<file path="src/design/colmix_pkg.sv">
/*
 * Colour mixer shared definitions
 * Palette, pixel, colour and APB types, plus the fixed widths and
 * the blanking delay used across the mixer
 */
package colmix_pkg;

    localparam int PAL_AW    = 11;  // 2048 palette words
    localparam int PAL_DW    = 16;
    localparam int CHAN_W    = 5;   // Per colour channel
    localparam int APB_AW    = 12;  // Byte address, bit 0 ignored
    localparam int BLANK_DLY = 2;   // Extra pxl_cen steps on colour and blanking

    typedef logic [PAL_AW-1:0] pal_addr_t;

    // Bits 3:0 R, 7:4 G, 11:8 B upper parts
    // Bits 12..14 the R/G/B LSBs, bit 15 shadow protect
    typedef logic [PAL_DW-1:0] pal_word_t;

    typedef logic [CHAN_W-1:0] chan_t;
    typedef logic [1:0]        layer_t;

    typedef struct packed {
        chan_t red;
        chan_t green;
        chan_t blue;
    } rgb_t;

    // Pixel as delivered by the tile and sprite side
    typedef struct packed {
        pal_addr_t  tmap_addr;  // Full address, used on layer 3
        logic [7:0] rd_pxl;     // Sprite or road pixel
        layer_t     rc;         // Layer code
        logic       shadow;
    } pxl_in_t;

    typedef struct packed {
        logic              psel;
        logic              penable;
        logic              pwrite;
        logic [APB_AW-1:0] paddr;
        logic [PAL_DW-1:0] pwdata;
        logic [1:0]        pstrb;   // Byte strobes
    } apb_req_t;

    typedef struct packed {
        logic [PAL_DW-1:0] prdata;
        logic              pready;
    } apb_rsp_t;

    typedef enum logic {
        APB_IDLE,
        APB_RD_WAIT     // Read address presented, data next cycle
    } apb_state_t;

endpackage
</file>
<file path="src/design/blank_delay.sv">
/*
 * Blanking delay line
 * Carries colour and both blanking bits through the same number of
 * pxl_cen steps and zeroes colour outside the active area
 */
`timescale 1ns/1ps

module blank_delay (
    input  logic             clk,
    input  logic             rst,
    input  logic             pxl_cen,
    input  logic             pre_lhbl,
    input  logic             pre_lvbl,
    input  colmix_pkg::rgb_t rgb_in,
    output logic             lhbl,
    output logic             lvbl,
    output colmix_pkg::rgb_t rgb
);
    import colmix_pkg::*;

    typedef struct packed {
        logic lhbl;
        logic lvbl;
        rgb_t rgb;
    } stage_t;

    logic [1:0] bl_pre;            // Matches the pixel input register
    logic [1:0] bl_mid;            // Matches the gated colour register
    stage_t     line [BLANK_DLY];

    always_ff @(posedge clk) begin
        if (rst) begin
            bl_pre <= '0;
            bl_mid <= '0;
            for (int i = 0; i < BLANK_DLY; i++) line[i] <= '0;
        end else if (pxl_cen) begin
            bl_pre  <= {pre_lhbl, pre_lvbl};
            bl_mid  <= bl_pre;
            line[0] <= {bl_mid, rgb_in};  // Colour joins blanking here
            for (int i = 1; i < BLANK_DLY; i++) line[i] <= line[i-1];
        end
    end

    assign lhbl = line[BLANK_DLY-1].lhbl;
    assign lvbl = line[BLANK_DLY-1].lvbl;
    assign rgb  = (lhbl && lvbl) ? line[BLANK_DLY-1].rgb : '0;  // Black borders

endmodule

</file>
<file path="config.mk">
export PLATFORM = sky130hd
export DESIGN_NAME = blank_delay
export DESIGN_NICKNAME = d
export VERILOG_FILES = /design/src/design/colmix_pkg.sv /design/src/design/blank_delay.sv
export SDC_FILE = /design/constraint.sdc
export NUM_CORES = 1
export LEC_CHECK = 0
export ABC_AREA = 1
export BUFFER_PORTS_ARGS = -buffer_cell sky130_fd_sc_hd__buf_2
export CAP_MARGIN = 20
export CORE_ASPECT_RATIO = 0.6
export CORE_UTILIZATION = 50
export DETAILED_ROUTE_END_ITERATION = 8
export GPL_ROUTABILITY_DRIVEN = 0
export PLACE_DENSITY = 0.75
export SLEW_MARGIN = 10
export SYNTH_ARGS = -nofsm -noshare
export SYNTH_HDL_FRONTEND = slang
export SYNTH_SLANG_ARGS = --single-unit
</file>
<file path="constraint.sdc">
create_clock -name clk -period 2 [get_ports clk]
set_input_delay 0.2 -clock clk [delete_from_list [all_inputs] [get_ports clk]]
set_output_delay 0.2 -clock clk [all_outputs]
set_load 0.03 [all_outputs]
</file>
**Word level (Yosys, flattened, before mapping)**

Memory sizes are Yosys's and may differ from the RTL's.
Index checks and enable logic that the tools add are counted.

- Bitwise logic cells: 2
- Mux-type cells: 8
- Reduce and logical (&&, ||, !) cells: 1

Operators by type and width:

| cell | count |
|---|---|
| 17-bit 2-to-1 mux | 2 |
| 15-bit 2-to-1 mux | 1 |
| 1-bit 2-to-1 mux | 5 |
| 1-bit OR | 2 |
| 1-bit logical AND | 1 |

- Memory bits (writable): 34
- Memories: 1
- Output and inout bits: 17
- Bits in registers: 4

Memories:

| name | depth | bits a word | rd ports | clocked after memory_dff | wr ports | RTL line | RTL |
|---|---|---|---|---|---|---|---|
| line | 2 | 17 | 2 | 0 | 2 | blank_delay.sv:29 | `stage_t line [BLANK_DLY];` |

**Logic depth before layout (Yosys ltp)**

- Depth in word-level cells: 4
- Depth in mapped cells: 4
- Mapped depth without buffers: 3

**Worst setup path before layout**

No wires, ideal clock.

- Path kind: reg-to-output
- Start point: mem line[0][32] (netlist bit)
- End point: out rgb[10] (netlist bit)
- Path buffers: 1
- Stages on the path, launching flop included: 4
- Arrival time: 1284 ps
- Slack: 516 ps
- Cells stage by stage: edfxtp_1 > nand2_1 > buf_2 > nor2_1

RTL lines:

| what | RTL line | RTL |
|---|---|---|
| start: declaration | blank_delay.sv:29 |  |
| end: declaration | blank_delay.sv:17 | `output colmix_pkg::rgb_t rgb` |

==> run_results.csv <==
group,metric,value,unit
critical_path,cp_slowest_cell,"edfxtp_1",
place,portBuffers,36,
critical_path,cp_max_fo,15,
sta,fin_setup_tns,0,ns
critical_path,end_kind,"primary output",
grt,grt_max_degree,35,
die,die_area,3410,µm²
drt,vias,1000,
sta,timing.final.crit_share,0.776,
critical_path,crit_type,"reg -> out",
cells_and_area,nets,217,
power_and_ir_drop,pwr-share-comb,0.067,
power_and_ir_drop,powerDensity,836,nW/µm²
clock_network,post-cts-setup-buffers,0,
drt,routed_wirelength,2.45,mm
sta,timing.hold.ws,0.137,ns
drt,vias_per_cell,4.17,
logic_synthesis,syn_nets,177,
critical_path,worst-r2r-cell-count,2,
clock_network,cts-buffers-inserted,5,
logic_synthesis,seq_area_frac_synth,0.693,
cells_and_area,drive_above_1_share,0.232,
drt,drt_iter0_drc,56,
logic_synthesis,synth.yosys.warnings,0,
critical_path,path_buf_inv,1,
clock_network,cts_resized,0,
critical_path,crit-reg2reg-capture,"line[0][31]",
power_and_ir_drop,switching_share,0.214,
drt,antenna_left,0,
power_and_ir_drop,p_clk_frac,0.339,
cells_and_area,areaGrowthSynthToFinish,18.3,%
clock_network,clkLatencyLatePin,0.29,ns
die,core_area,2950,µm²
clock_network,root_buffer,"clkbuf_8",
clock_network,htreeDepth,2,
logic_synthesis,syn-cell-area,1590,µm²
sta,final-hold-violation-count,0,
grt,grt_pass1_vias,865,
sta,rsz0062_at_grt,"no",
die,row_count,15,
flow_run,maxCapViolCount,0,
sta,setup_viol,0,
critical_path,worst-r2r-setup-slack,1.27,ns
sta,worst_clock_skew,0.00460,ns
clock_network,cts_tree,"yes",
logic_synthesis,syn_avg_cell_area,10.1,µm²
power_and_ir_drop,switching_power,0.000337,W
logic_synthesis,synth.top_cell.area_share,0.643,
place,dpl.hpwl,1.62,mm
clock_network,clk_pin_slew_worst_paths,0.07,ns
critical_path,r2r-start,"line[0][14]",
clock_network,ctsHoldBuffers,0,
critical_path,crit_cells,3,
drt,drc_errors,0,
drt,dr.pass1.iters,4,
critical_path,crit_chain,"nand2_1 -> nor2_1 -> buf_2",
logic_synthesis,synth_area_leaders,"edfxtp_1 64%, inv_1 12%, nor2_1 11%, dfxtp_1 5.0%, nand2_1 2.1%",
cells_and_area,diodes,0,
clock_network,clockBufferDepth,2,
die,ios,37,
sta,tightest_slew,0.463,ns
die,dieWidth,74.8,µm
logic_synthesis,yosysUniqueCellTypes,10,
power_and_ir_drop,p_leak,0.927,nW
grt,grt_first_pass_wirelength,3.63,mm
logic_synthesis,yosysTopAreaCell,"edfxtp_1",
sta,fmax,644,MHz
die,start_util,0.539,
clock_network,cts.sinks,38,
critical_path,worstSetupEndpoint,"rgb[6]",
power_and_ir_drop,p_seq_frac,0.594,
logic_synthesis,ys_ff_latch,38,
sta,min_period,1.55,ns
cells_and_area,nFillCells,258,
grt,groute.usage.overall,0.158,
critical_path,cp_data_required_time,1.80,ns
sta,relSlewSlack,0.691,
status,status,"finished, final reports clean",
critical_path,crit_arrival,1.35,ns
drt,wl_per_cell,10.2,µm
power_and_ir_drop,p_int,0.00124,W
grt,overflow,0,
die,die_h,45.7,µm
sta,drv_slew,0,
logic_synthesis,synthCells,157,
critical_path,worst_setup_path_start_kind,"register",
power_and_ir_drop,ir_drop,0.414,mV
grt,antenna_found_initial,0,
critical_path,crit_family,"simple AND/OR/NAND/NOR gates",
critical_path,slowest_delay,0.36,ns
critical_path,crit_path_start,"line[0][32]",
min_path,hp-class,"in -> reg",
-- Yosys cell counts --
library cell and n:
nand2_1 9, buf_6 3, dfxtp_1 4, nor2_2 2
inv_1 51, nand3_1 4, buf_2 1, nor2_1 48
nand2_4 1, edfxtp_1 34
-- logic make-up (layout without fill, tap and decap cells) --
logic type    Yosys count  after routing  share of synthesized area
buf+inv                55             96                      0.145
flops                  38             38                      0.693
simple gates           64             64                      0.162
-- worst min path at each step --
| stage | cells past startpoint | startpoint | to | slack [ns] |
|---|---|---|---|---|
| 2_1_floorplan | 2 | pxl_cen | bl_pre[0] | 0.34 |
| 3_3_place_gp | 3 | pre_lhbl | bl_pre[1] | 0.43 |
| 3_5_place_dp | 3 | pre_lhbl | bl_pre[1] | 0.43 |
| 4_1_cts | 3 | pre_lhbl | bl_pre[1] | 0.13 |
| 5_1_grt | 3 | pre_lhbl | bl_pre[1] | 0.17 |
| 6_report | 3 | pre_lhbl | bl_pre[1] | 0.14 |
-- power by group through the flow --
| stage | Clock, W | Sequential [W] | Combinational [W] |
|---|---|---|---|
| after floorplan | 0 | 0.000953 | 0.0000689 |
| after global placement | 0 | 0.000949 | 0.000101 |
| after detailed placement | 0 | 0.000953 | 0.000107 |
| after CTS | 0.000540 | 0.000935 | 0.000107 |
| after global routing | 0.000571 | 0.000939 | 0.000121 |
| final | 0.000533 | 0.000934 | 0.000105 |
-- stage by stage --
step | total power [W] | cell area, µm² | worst slack, ns | std cells | util
6_report | 0.00157 | 1880 | 0.448 | 240 | 0.638
5_1_grt | 0.00163 | 1880 | 0.340 | 240 | 0.638
4_1_cts | 0.00158 | 1880 | 0.428 | 240 | 0.638
3_5_place_dp | 0.00106 | 1790 | 0.737 | 232 | 0.608
3_3_place_gp | 0.00105 | 1790 | 0.780 | 232 | 0.608
2_1_floorplan | 0.00102 | 1590 | 0.516 | 157 | -
-- registers in the layout, summed over array words and instances (netlist names) --
name and count:
bl_mid 2, bl_pre 2, line 34
-- per-layer routing --
layer,GRT usage,up-vias,part of all wire
met5,0,-,0
met4,0.102,0,0.016
met3,0.0597,5,0.054
met2,0.267,31,0.47
met1,0.172,430,0.46
li1,-,534,-
-- worst reg2reg max path, cell delays in order (launching register included) --
cell and delay [ns]:
edfxtp_1 0.37, inv_1 0.07, nor2_1 0.04
-- cell usage in the layout, fill, tap and decap left out --
cell type and instances:
inv_1 51, nand3_1 4, nor2_1 48, buf_2 36
clkbuf_8 6, clkbuf_1 2, dfxtp_1 4, buf_4 1
nand2_4 1, nand2_1 9, nor2_2 2, edfxtp_1 34
-- cell type report --
cell class / instances / area, µm² / share of cell area
Sequential cell: 38 / 1100 / 0.585
Multi-Input combinational cell: 64 / 258 / 0.137
Inverter: 51 / 191 / 0.102
Timing Repair Buffer: 37 / 188 / 0.0998
Clock buffer: 8 / 90.1 / 0.0479
Tap cell: 42 / 52.6 / 0.0279
No activity file was read; power rests on OpenSTA's default activity.
