==> src/design/colmix_pkg.sv <==
/*
 * Colour mixer shared definitions
 * Palette, pixel, colour and APB types, plus the fixed widths and
 * the blanking delay used across the mixer
 */
package colmix_pkg;

    localparam int PAL_AW    = 11;  // 2048 palette words
    localparam int PAL_DW    = 16;
    localparam int CHAN_W    = 5;   // Per colour channel
    localparam int APB_AW    = 12;  // Byte address, bit 0 ignored
    localparam int BLANK_DLY = 2;   // Extra pxl_cen steps on colour and blanking

    typedef logic [PAL_AW-1:0] pal_addr_t;

    // Bits 3:0 R, 7:4 G, 11:8 B upper parts
    // Bits 12..14 the R/G/B LSBs, bit 15 shadow protect
    typedef logic [PAL_DW-1:0] pal_word_t;

    typedef logic [CHAN_W-1:0] chan_t;
    typedef logic [1:0]        layer_t;

    typedef struct packed {
        chan_t red;
        chan_t green;
        chan_t blue;
    } rgb_t;

    // Pixel as delivered by the tile and sprite side
    typedef struct packed {
        pal_addr_t  tmap_addr;  // Full address, used on layer 3
        logic [7:0] rd_pxl;     // Sprite or road pixel
        layer_t     rc;         // Layer code
        logic       shadow;
    } pxl_in_t;

    typedef struct packed {
        logic              psel;
        logic              penable;
        logic              pwrite;
        logic [APB_AW-1:0] paddr;
        logic [PAL_DW-1:0] pwdata;
        logic [1:0]        pstrb;   // Byte strobes
    } apb_req_t;

    typedef struct packed {
        logic [PAL_DW-1:0] prdata;
        logic              pready;
    } apb_rsp_t;

    typedef enum logic {
        APB_IDLE,
        APB_RD_WAIT     // Read address presented, data next cycle
    } apb_state_t;

endpackage
==> src/design/colmix_pixel.sv <==
/*
 * Pixel colour stage
 * Picks the palette address from the layer code, unpacks the returned
 * colour word, applies shadow dimming and blacks out when video is off
 */
`timescale 1ns/1ps

module colmix_pixel (
    input  logic                  clk,
    input  logic                  rst,
    input  logic                  pxl_cen,
    input  logic                  video_en,
    input  colmix_pkg::pxl_in_t   pix,
    output colmix_pkg::pal_addr_t vid_addr,
    input  colmix_pkg::pal_word_t vid_rdata,
    output colmix_pkg::rgb_t      rgb_gated
);
    import colmix_pkg::*;

    pxl_in_t   pix_q;       // Pixel held for one pxl_cen period
    pal_addr_t rd_mux;      // Sprite/road address
    logic      shadow_rd;   // Shadow flag lined up with vid_rdata
    rgb_t      rgb_pal;     // Raw unpacked colour
    rgb_t      rgb_dim;
    rgb_t      rgb_next;

    // Channel minus a quarter of itself
    function automatic chan_t dim(input chan_t a);
        return a - (a >> 2);
    endfunction

    always_ff @(posedge clk) begin
        if (pxl_cen) begin
            pix_q <= pix;
        end
        shadow_rd <= pix_q.shadow;  // Same clock as the RAM read
    end

    // Layer rule for the palette address
    always_comb begin
        rd_mux[3:0] = pix_q.rd_pxl[3:0];
        case (pix_q.rc)
            2'd0, 2'd1: rd_mux[5:4] = 2'b11;
            2'd2:       rd_mux[5:4] = {1'b0, pix_q.rd_pxl[4]};
            default:    rd_mux[5:4] = pix_q.rd_pxl[5:4];
        endcase
        rd_mux[PAL_AW-1:6] = {(PAL_AW-6){pix_q.rc[1]}};  // Upper bank from layer
    end

    assign vid_addr = (pix_q.rc == 2'd3) ? pix_q.tmap_addr : rd_mux;  // Tile map

    // 4 MSBs then the spare LSB bit
    assign rgb_pal.red   = {vid_rdata[3:0],  vid_rdata[12]};
    assign rgb_pal.green = {vid_rdata[7:4],  vid_rdata[13]};
    assign rgb_pal.blue  = {vid_rdata[11:8], vid_rdata[14]};

    assign rgb_dim.red   = dim(rgb_pal.red);
    assign rgb_dim.green = dim(rgb_pal.green);
    assign rgb_dim.blue  = dim(rgb_pal.blue);

    always_comb begin
        rgb_next = (shadow_rd && !vid_rdata[15]) ? rgb_dim : rgb_pal;  // Bit 15 protects
        if (!video_en) begin
            rgb_next = '0;
        end
    end

    always_ff @(posedge clk) begin
        if (rst) begin
            rgb_gated <= '0;
        end else if (pxl_cen) begin
            rgb_gated <= rgb_next;
        end
    end

endmodule

==> config.mk <==
export PLATFORM = sky130hd
export DESIGN_NAME = colmix_pixel
export DESIGN_NICKNAME = d
export VERILOG_FILES = /design/src/design/colmix_pkg.sv /design/src/design/colmix_pixel.sv
export SDC_FILE = /design/constraint.sdc
export NUM_CORES = 1
export LEC_CHECK = 0
export ABC_CLOCK_PERIOD_IN_PS = 1970
export BUFFER_PORTS_ARGS = -buffer_cell sky130_fd_sc_hd__buf_2
export CAP_MARGIN = 20
export CORE_MARGIN = 2
export CORE_UTILIZATION = 48
export DETAILED_ROUTE_END_ITERATION = 6
export PLACE_DENSITY = 0.82
export SYNTH_ARGS = -nofsm -noshare
export SYNTH_HDL_FRONTEND = slang
export SYNTH_SLANG_ARGS = --single-unit
==> constraint.sdc <==
create_clock -name clk -period 1.97 [get_ports clk]
set_input_delay 0.197 -clock clk [delete_from_list [all_inputs] [get_ports clk]]
set_output_delay 0.197 -clock clk [all_outputs]
set_load 0.005 [all_outputs]
# Word-level counts from Yosys, hierarchy flattened
# Index checks and enable logic that the tools add are counted.
word_totals:
  mem_bits_ro: 0
  ram_bits: 0
  mem_count: 0
  elab_cells: 22
  in_bits: 42
  latch_bits: 0
  register_bits: 36
classes:
  n_div: 0
  bitwise_logic: 0
  order_cmp: 0
  shifts: 0
  n_reduce_logical: 4
  multipliers: 0
  n_eq_ne: 3
  add_sub_neg: 3
  muxes: 4
ops:
  columns: ["cell", "count"]
  rows:
  - ["2-to-1 mux 15 bit", 2]
  - ["subtractor 5 x 3 -> 5 bit", 3]
  - ["2-to-1 mux 11 bit", 1]
  - ["equality test 2 bit (second input constant)", 2]
  - ["one-hot mux 2 bit (2 select lines)", 1]
  - ["equality test 2 x 1 -> 1 bit (second input constant)", 1]
  - ["zero test 2 bit", 1]
  - ["OR reduction 2 bit", 1]
  - ["logical AND 1 bit", 1]
  - ["zero test 1 bit", 1]

# Longest topological paths before layout
depth:
  depth_word: 4
  depth_mapped: 8
  depth_no_buf: 8

# Worst setup path before layout
# OpenSTA, ideal clock, no wires.
synth_timing:
  kind: "input to register"
  from: "in vid_rdata[12]"
  to: "reg rgb_gated[14] (netlist name)"
  path_stages: 7
  path_slack_ns: 0.485
  arrival_time_ns: 1.367
  n_path_buf: 0
  setup_ns: 0.117
  required_time_ns: 1.853
  cell_sequence: "inv_1 > ha_1 > inv_1 > fa_1 > a2111oi_2 > xnor2_1 > o21ai_1"
synth_between:
  elab_chain_len: 3
synth_lines:
  columns: ["element", "line", "text"]
  rows:
  - ["from (decl)", "colmix_pixel.sv:15", "input colmix_pkg::pal_word_t vid_rdata,"]
  - ["subtractor 5 x 3 -> 5 bit", "colmix_pixel.sv:29", "return a - (a >> 2);"]
  - ["2-to-1 mux 15 bit", "colmix_pixel.sv:62", "rgb_next = (shadow_rd && !vid_rdata[15]) ? rgb_dim : rgb_pal;"]
  - ["2-to-1 mux 15 bit", "colmix_pixel.sv:63", "if (!video_en) begin"]
  - ["to (signal assigned)", "colmix_pixel.sv:72", "rgb_gated <= rgb_next;"]
  - ["to (decl)", "colmix_pixel.sv:16", "output colmix_pkg::rgb_t rgb_gated"]
# Every way passes these cells.
# A chain may end at the register's enable or synchronous reset.

# Worst setup path after layout
layout_timing:
  from: "reg pix_q[1] (netlist name)"
  to: "out vid_addr[3]"
layout_between:
  elab_chain_len: 2
layout_lines:
  columns: ["element", "line", "text"]
  rows:
  - ["from (decl)", "colmix_pixel.sv:20", "pxl_in_t pix_q;"]
  - ["from (signal assigned)", "colmix_pixel.sv:34", "pix_q <= pix;"]
  - ["equality test 2 bit", "colmix_pixel.sv:50", "assign vid_addr = (pix_q.rc == 2'd3) ? pix_q.tmap_addr : rd_mux;"]
  - ["2-to-1 mux 11 bit", "colmix_pixel.sv:50", null]
  - ["to (decl)", "colmix_pixel.sv:14", "output colmix_pkg::pal_addr_t vid_addr,"]
# Every way passes these cells.

==> flow_summary.toml <==
[timing]
slew_viol_final = 0
tns_ps = 0
fmax_mhz = 602
setup_violations = 0
fin_skew_ps = 10.7
timing.final.crit_period_ps = 1660
period_share_pct = 84.3
max_slew_margin_pct = 60.5
worst_slack_ps = 310
rsz0062_at_grt = "false"
finalHoldViolCount = 0
worstMarginPinSlew_ps = 590
holdWs_ps = 93.0

[clock_tree]
cts_tree = "done"
clk_pin_slew_ps = 70
cts_hold_buffers = 0
numCtsBuffers = 5
cts_num_sinks = 35
insertion_delay_ps = 280
ctsResizeCount = 0
cts_buffer_depth = 2
post_cts_buffers = 0
cts_root_buffer = "clkbuf_8"
htree_levels = 2

[worst_setup_path]
arrival_ps = 1460
critPathKind = "flop to primary output"
start_kind = "flop"
crit_fanout = 8
worstPathRequired_ps = 1770
cp-end-kind = "primary output"

[global_route]
grt_max_degree = 23
grt_overflow = 0
grt_pass1_wl_um = 5230
antenna_found_initial = 0
first_global_vias = 1236
gr-usage-all-layers_pct = 15.6

[synthesis]
avgSynthCellArea_sq_um = 11.0
synth_top_area_share_pct = 31.9
seq_area_frac_synth_pct = 49.9
synth_edf_count = 19
synth-seq-cells = 35
synth_ff_type = "edfxtp_1"
syn_area_sq_mm = 0.00179
yosys_warnings = 0
synth.largest_area_cell = "edfxtp_1"
syn_nets = 217
netlist_top_cells_area = "edfxtp_1, dfxtp_1, ha_1, inv_1, fa_1"
ys_top_cells_by_count = "edfxtp_1, inv_1, dfxtp_1"
yosys.cell_types.count = 28
synthArstFlopShare_pct = 0
syn_inst = 163

[routing]
vias_per_cell = 4.80
ant_nets = 0
routed_wirelength_um = 3160
post-route-drc-count = 0
dr_total_vias = 1339
dr.first_iter.drc_count = 25
drtPass1Iterations = 4
routedWlPerCell_um = 11.3

[layout]
drive_gt1_share_pct = 32.9
final_area_sq_mm = 0.00223
area_growth_pct = 24.6
nFillCells = 312
final_cells = 279
antenna_cells = 0
nets = 284

[die]
initial_core_util_pct = 49.5
die_w_um = 65.0
die_y_um = 65.0
coreArea_sq_mm = 0.00361
die_area_sq_mm = 0.00423
num_io_pins = 68
rows = 22

[placement]
gp_congestion = 0.731
postPlaceCellArea_sq_mm = 0.00214
post-place-ws_ps = 325
port-buffer-count = 64
hpwlAfterDp_um = 2550
dp.cells = 271

[run]
drv_cap = 0

[outcome]
run_status = "finished clean"

[power]
vdd_drop_max_uv = 305
power.leakage_nw = 1.07
powerDensity_mw_per_mm2 = 705

[worst_hold_path]
hp-class = "input port to flop"
critical path, cell delays in order (launching register included):
cell	delay (ps)
edfxtp_1	510
nand2_1	210
mux2_1	340
buf_2	130
power by group:
| group | total, mW | internal, mW | leakage (nW) | switching (mW) |
|---|---|---|---|---|
| Sequential | 0.840 | 0.820 | 0.317 | 0.0195 |
| Combinational | 0.256 | 0.128 | 0.714 | 0.128 |
| Clock | 0.474 | 0.243 | 0.0426 | 0.232 |
logic make-up (layout without fill, tap and decap cells):
logic type | after synthesis | count (layout) | share of synthesized area (%)
adders and majority gates | 12 | 12 | 9.66
muxes | 10 | 10 | 5.95
xor gates and xnor gates | 6 | 6 | 2.94
DFF | 35 | 35 | 49.9
AOI/OAI and AO/OA | 30 | 30 | 11.8
buffers and inverters | 24 | 92 | 5.67
and+or+nand+nor | 46 | 46 | 14.1
path summary, 6_finish.rpt:
check	from	slack, ps	endpoint	depth (start not counted)
min reg2reg	pix_q[0]	360	shadow_rd	0
max	pix_q[1]	310	vid_addr[3]	3
min	pix[0]	90	pix_q[0]	1
max reg2reg	shadow_rd	690	rgb_gated[9]	4
area by class of cell:
class / instances / area [sq um] / area share (%)
Sequential cell: 35 / 891 / 40.0
Multi-Input combinational cell: 104 / 795 / 35.7
Timing Repair Buffer: 65 / 328 / 14.7
Clock buffer: 6 / 72.6 / 3.26
Inverter: 19 / 71.3 / 3.20
Tap cell: 48 / 60.1 / 2.70
Clock inverter: 2 / 8.76 / 0.393
flip-flops by register name (all words and copies together), names as in the netlist:
register and cells:
pix_q 19, rgb_gated 15, shadow_rd 1
stage by stage:
stage | total power [mW] | util (%)
2_1_floorplan | 1.00 | -
3_3_place_gp | 1.11 | 59.5
3_5_place_dp | 1.12 | 59.5
4_1_cts | 1.60 | 61.7
5_1_grt | 1.66 | 61.7
6_report | 1.57 | 61.7
per-layer routing:
| metal | part of all wire, % | wire length (um) | GRT usage (%) | vias up |
|---|---|---|---|---|
| li1 | - | - | - | 691 |
| met1 | 46 | 1450 | 19.9 | 591 |
| met2 | 45 | 1420 | 26.4 | 53 |
| met3 | 9.1 | 287 | 5.21 | 4 |
| met4 | 0.44 | 14 | 2.34 | 0 |
| met5 | 0 | 0 | 0 | - |
layout by cell type (no fill, tap or decap), drive strengths merged, types with 4 or more instances in the layout:
cell and n:
buf 65, inv 19, edfxtp 19, dfxtp 16
nand2 13, nor2 13, a21oi 9, ha 9
o21ai 7, clkbuf 6, a21boi 5, mux2i 5
mux2 5, and2b 5, nor2b 4, xnor2 4
Power figures use the tool's default switching activity.
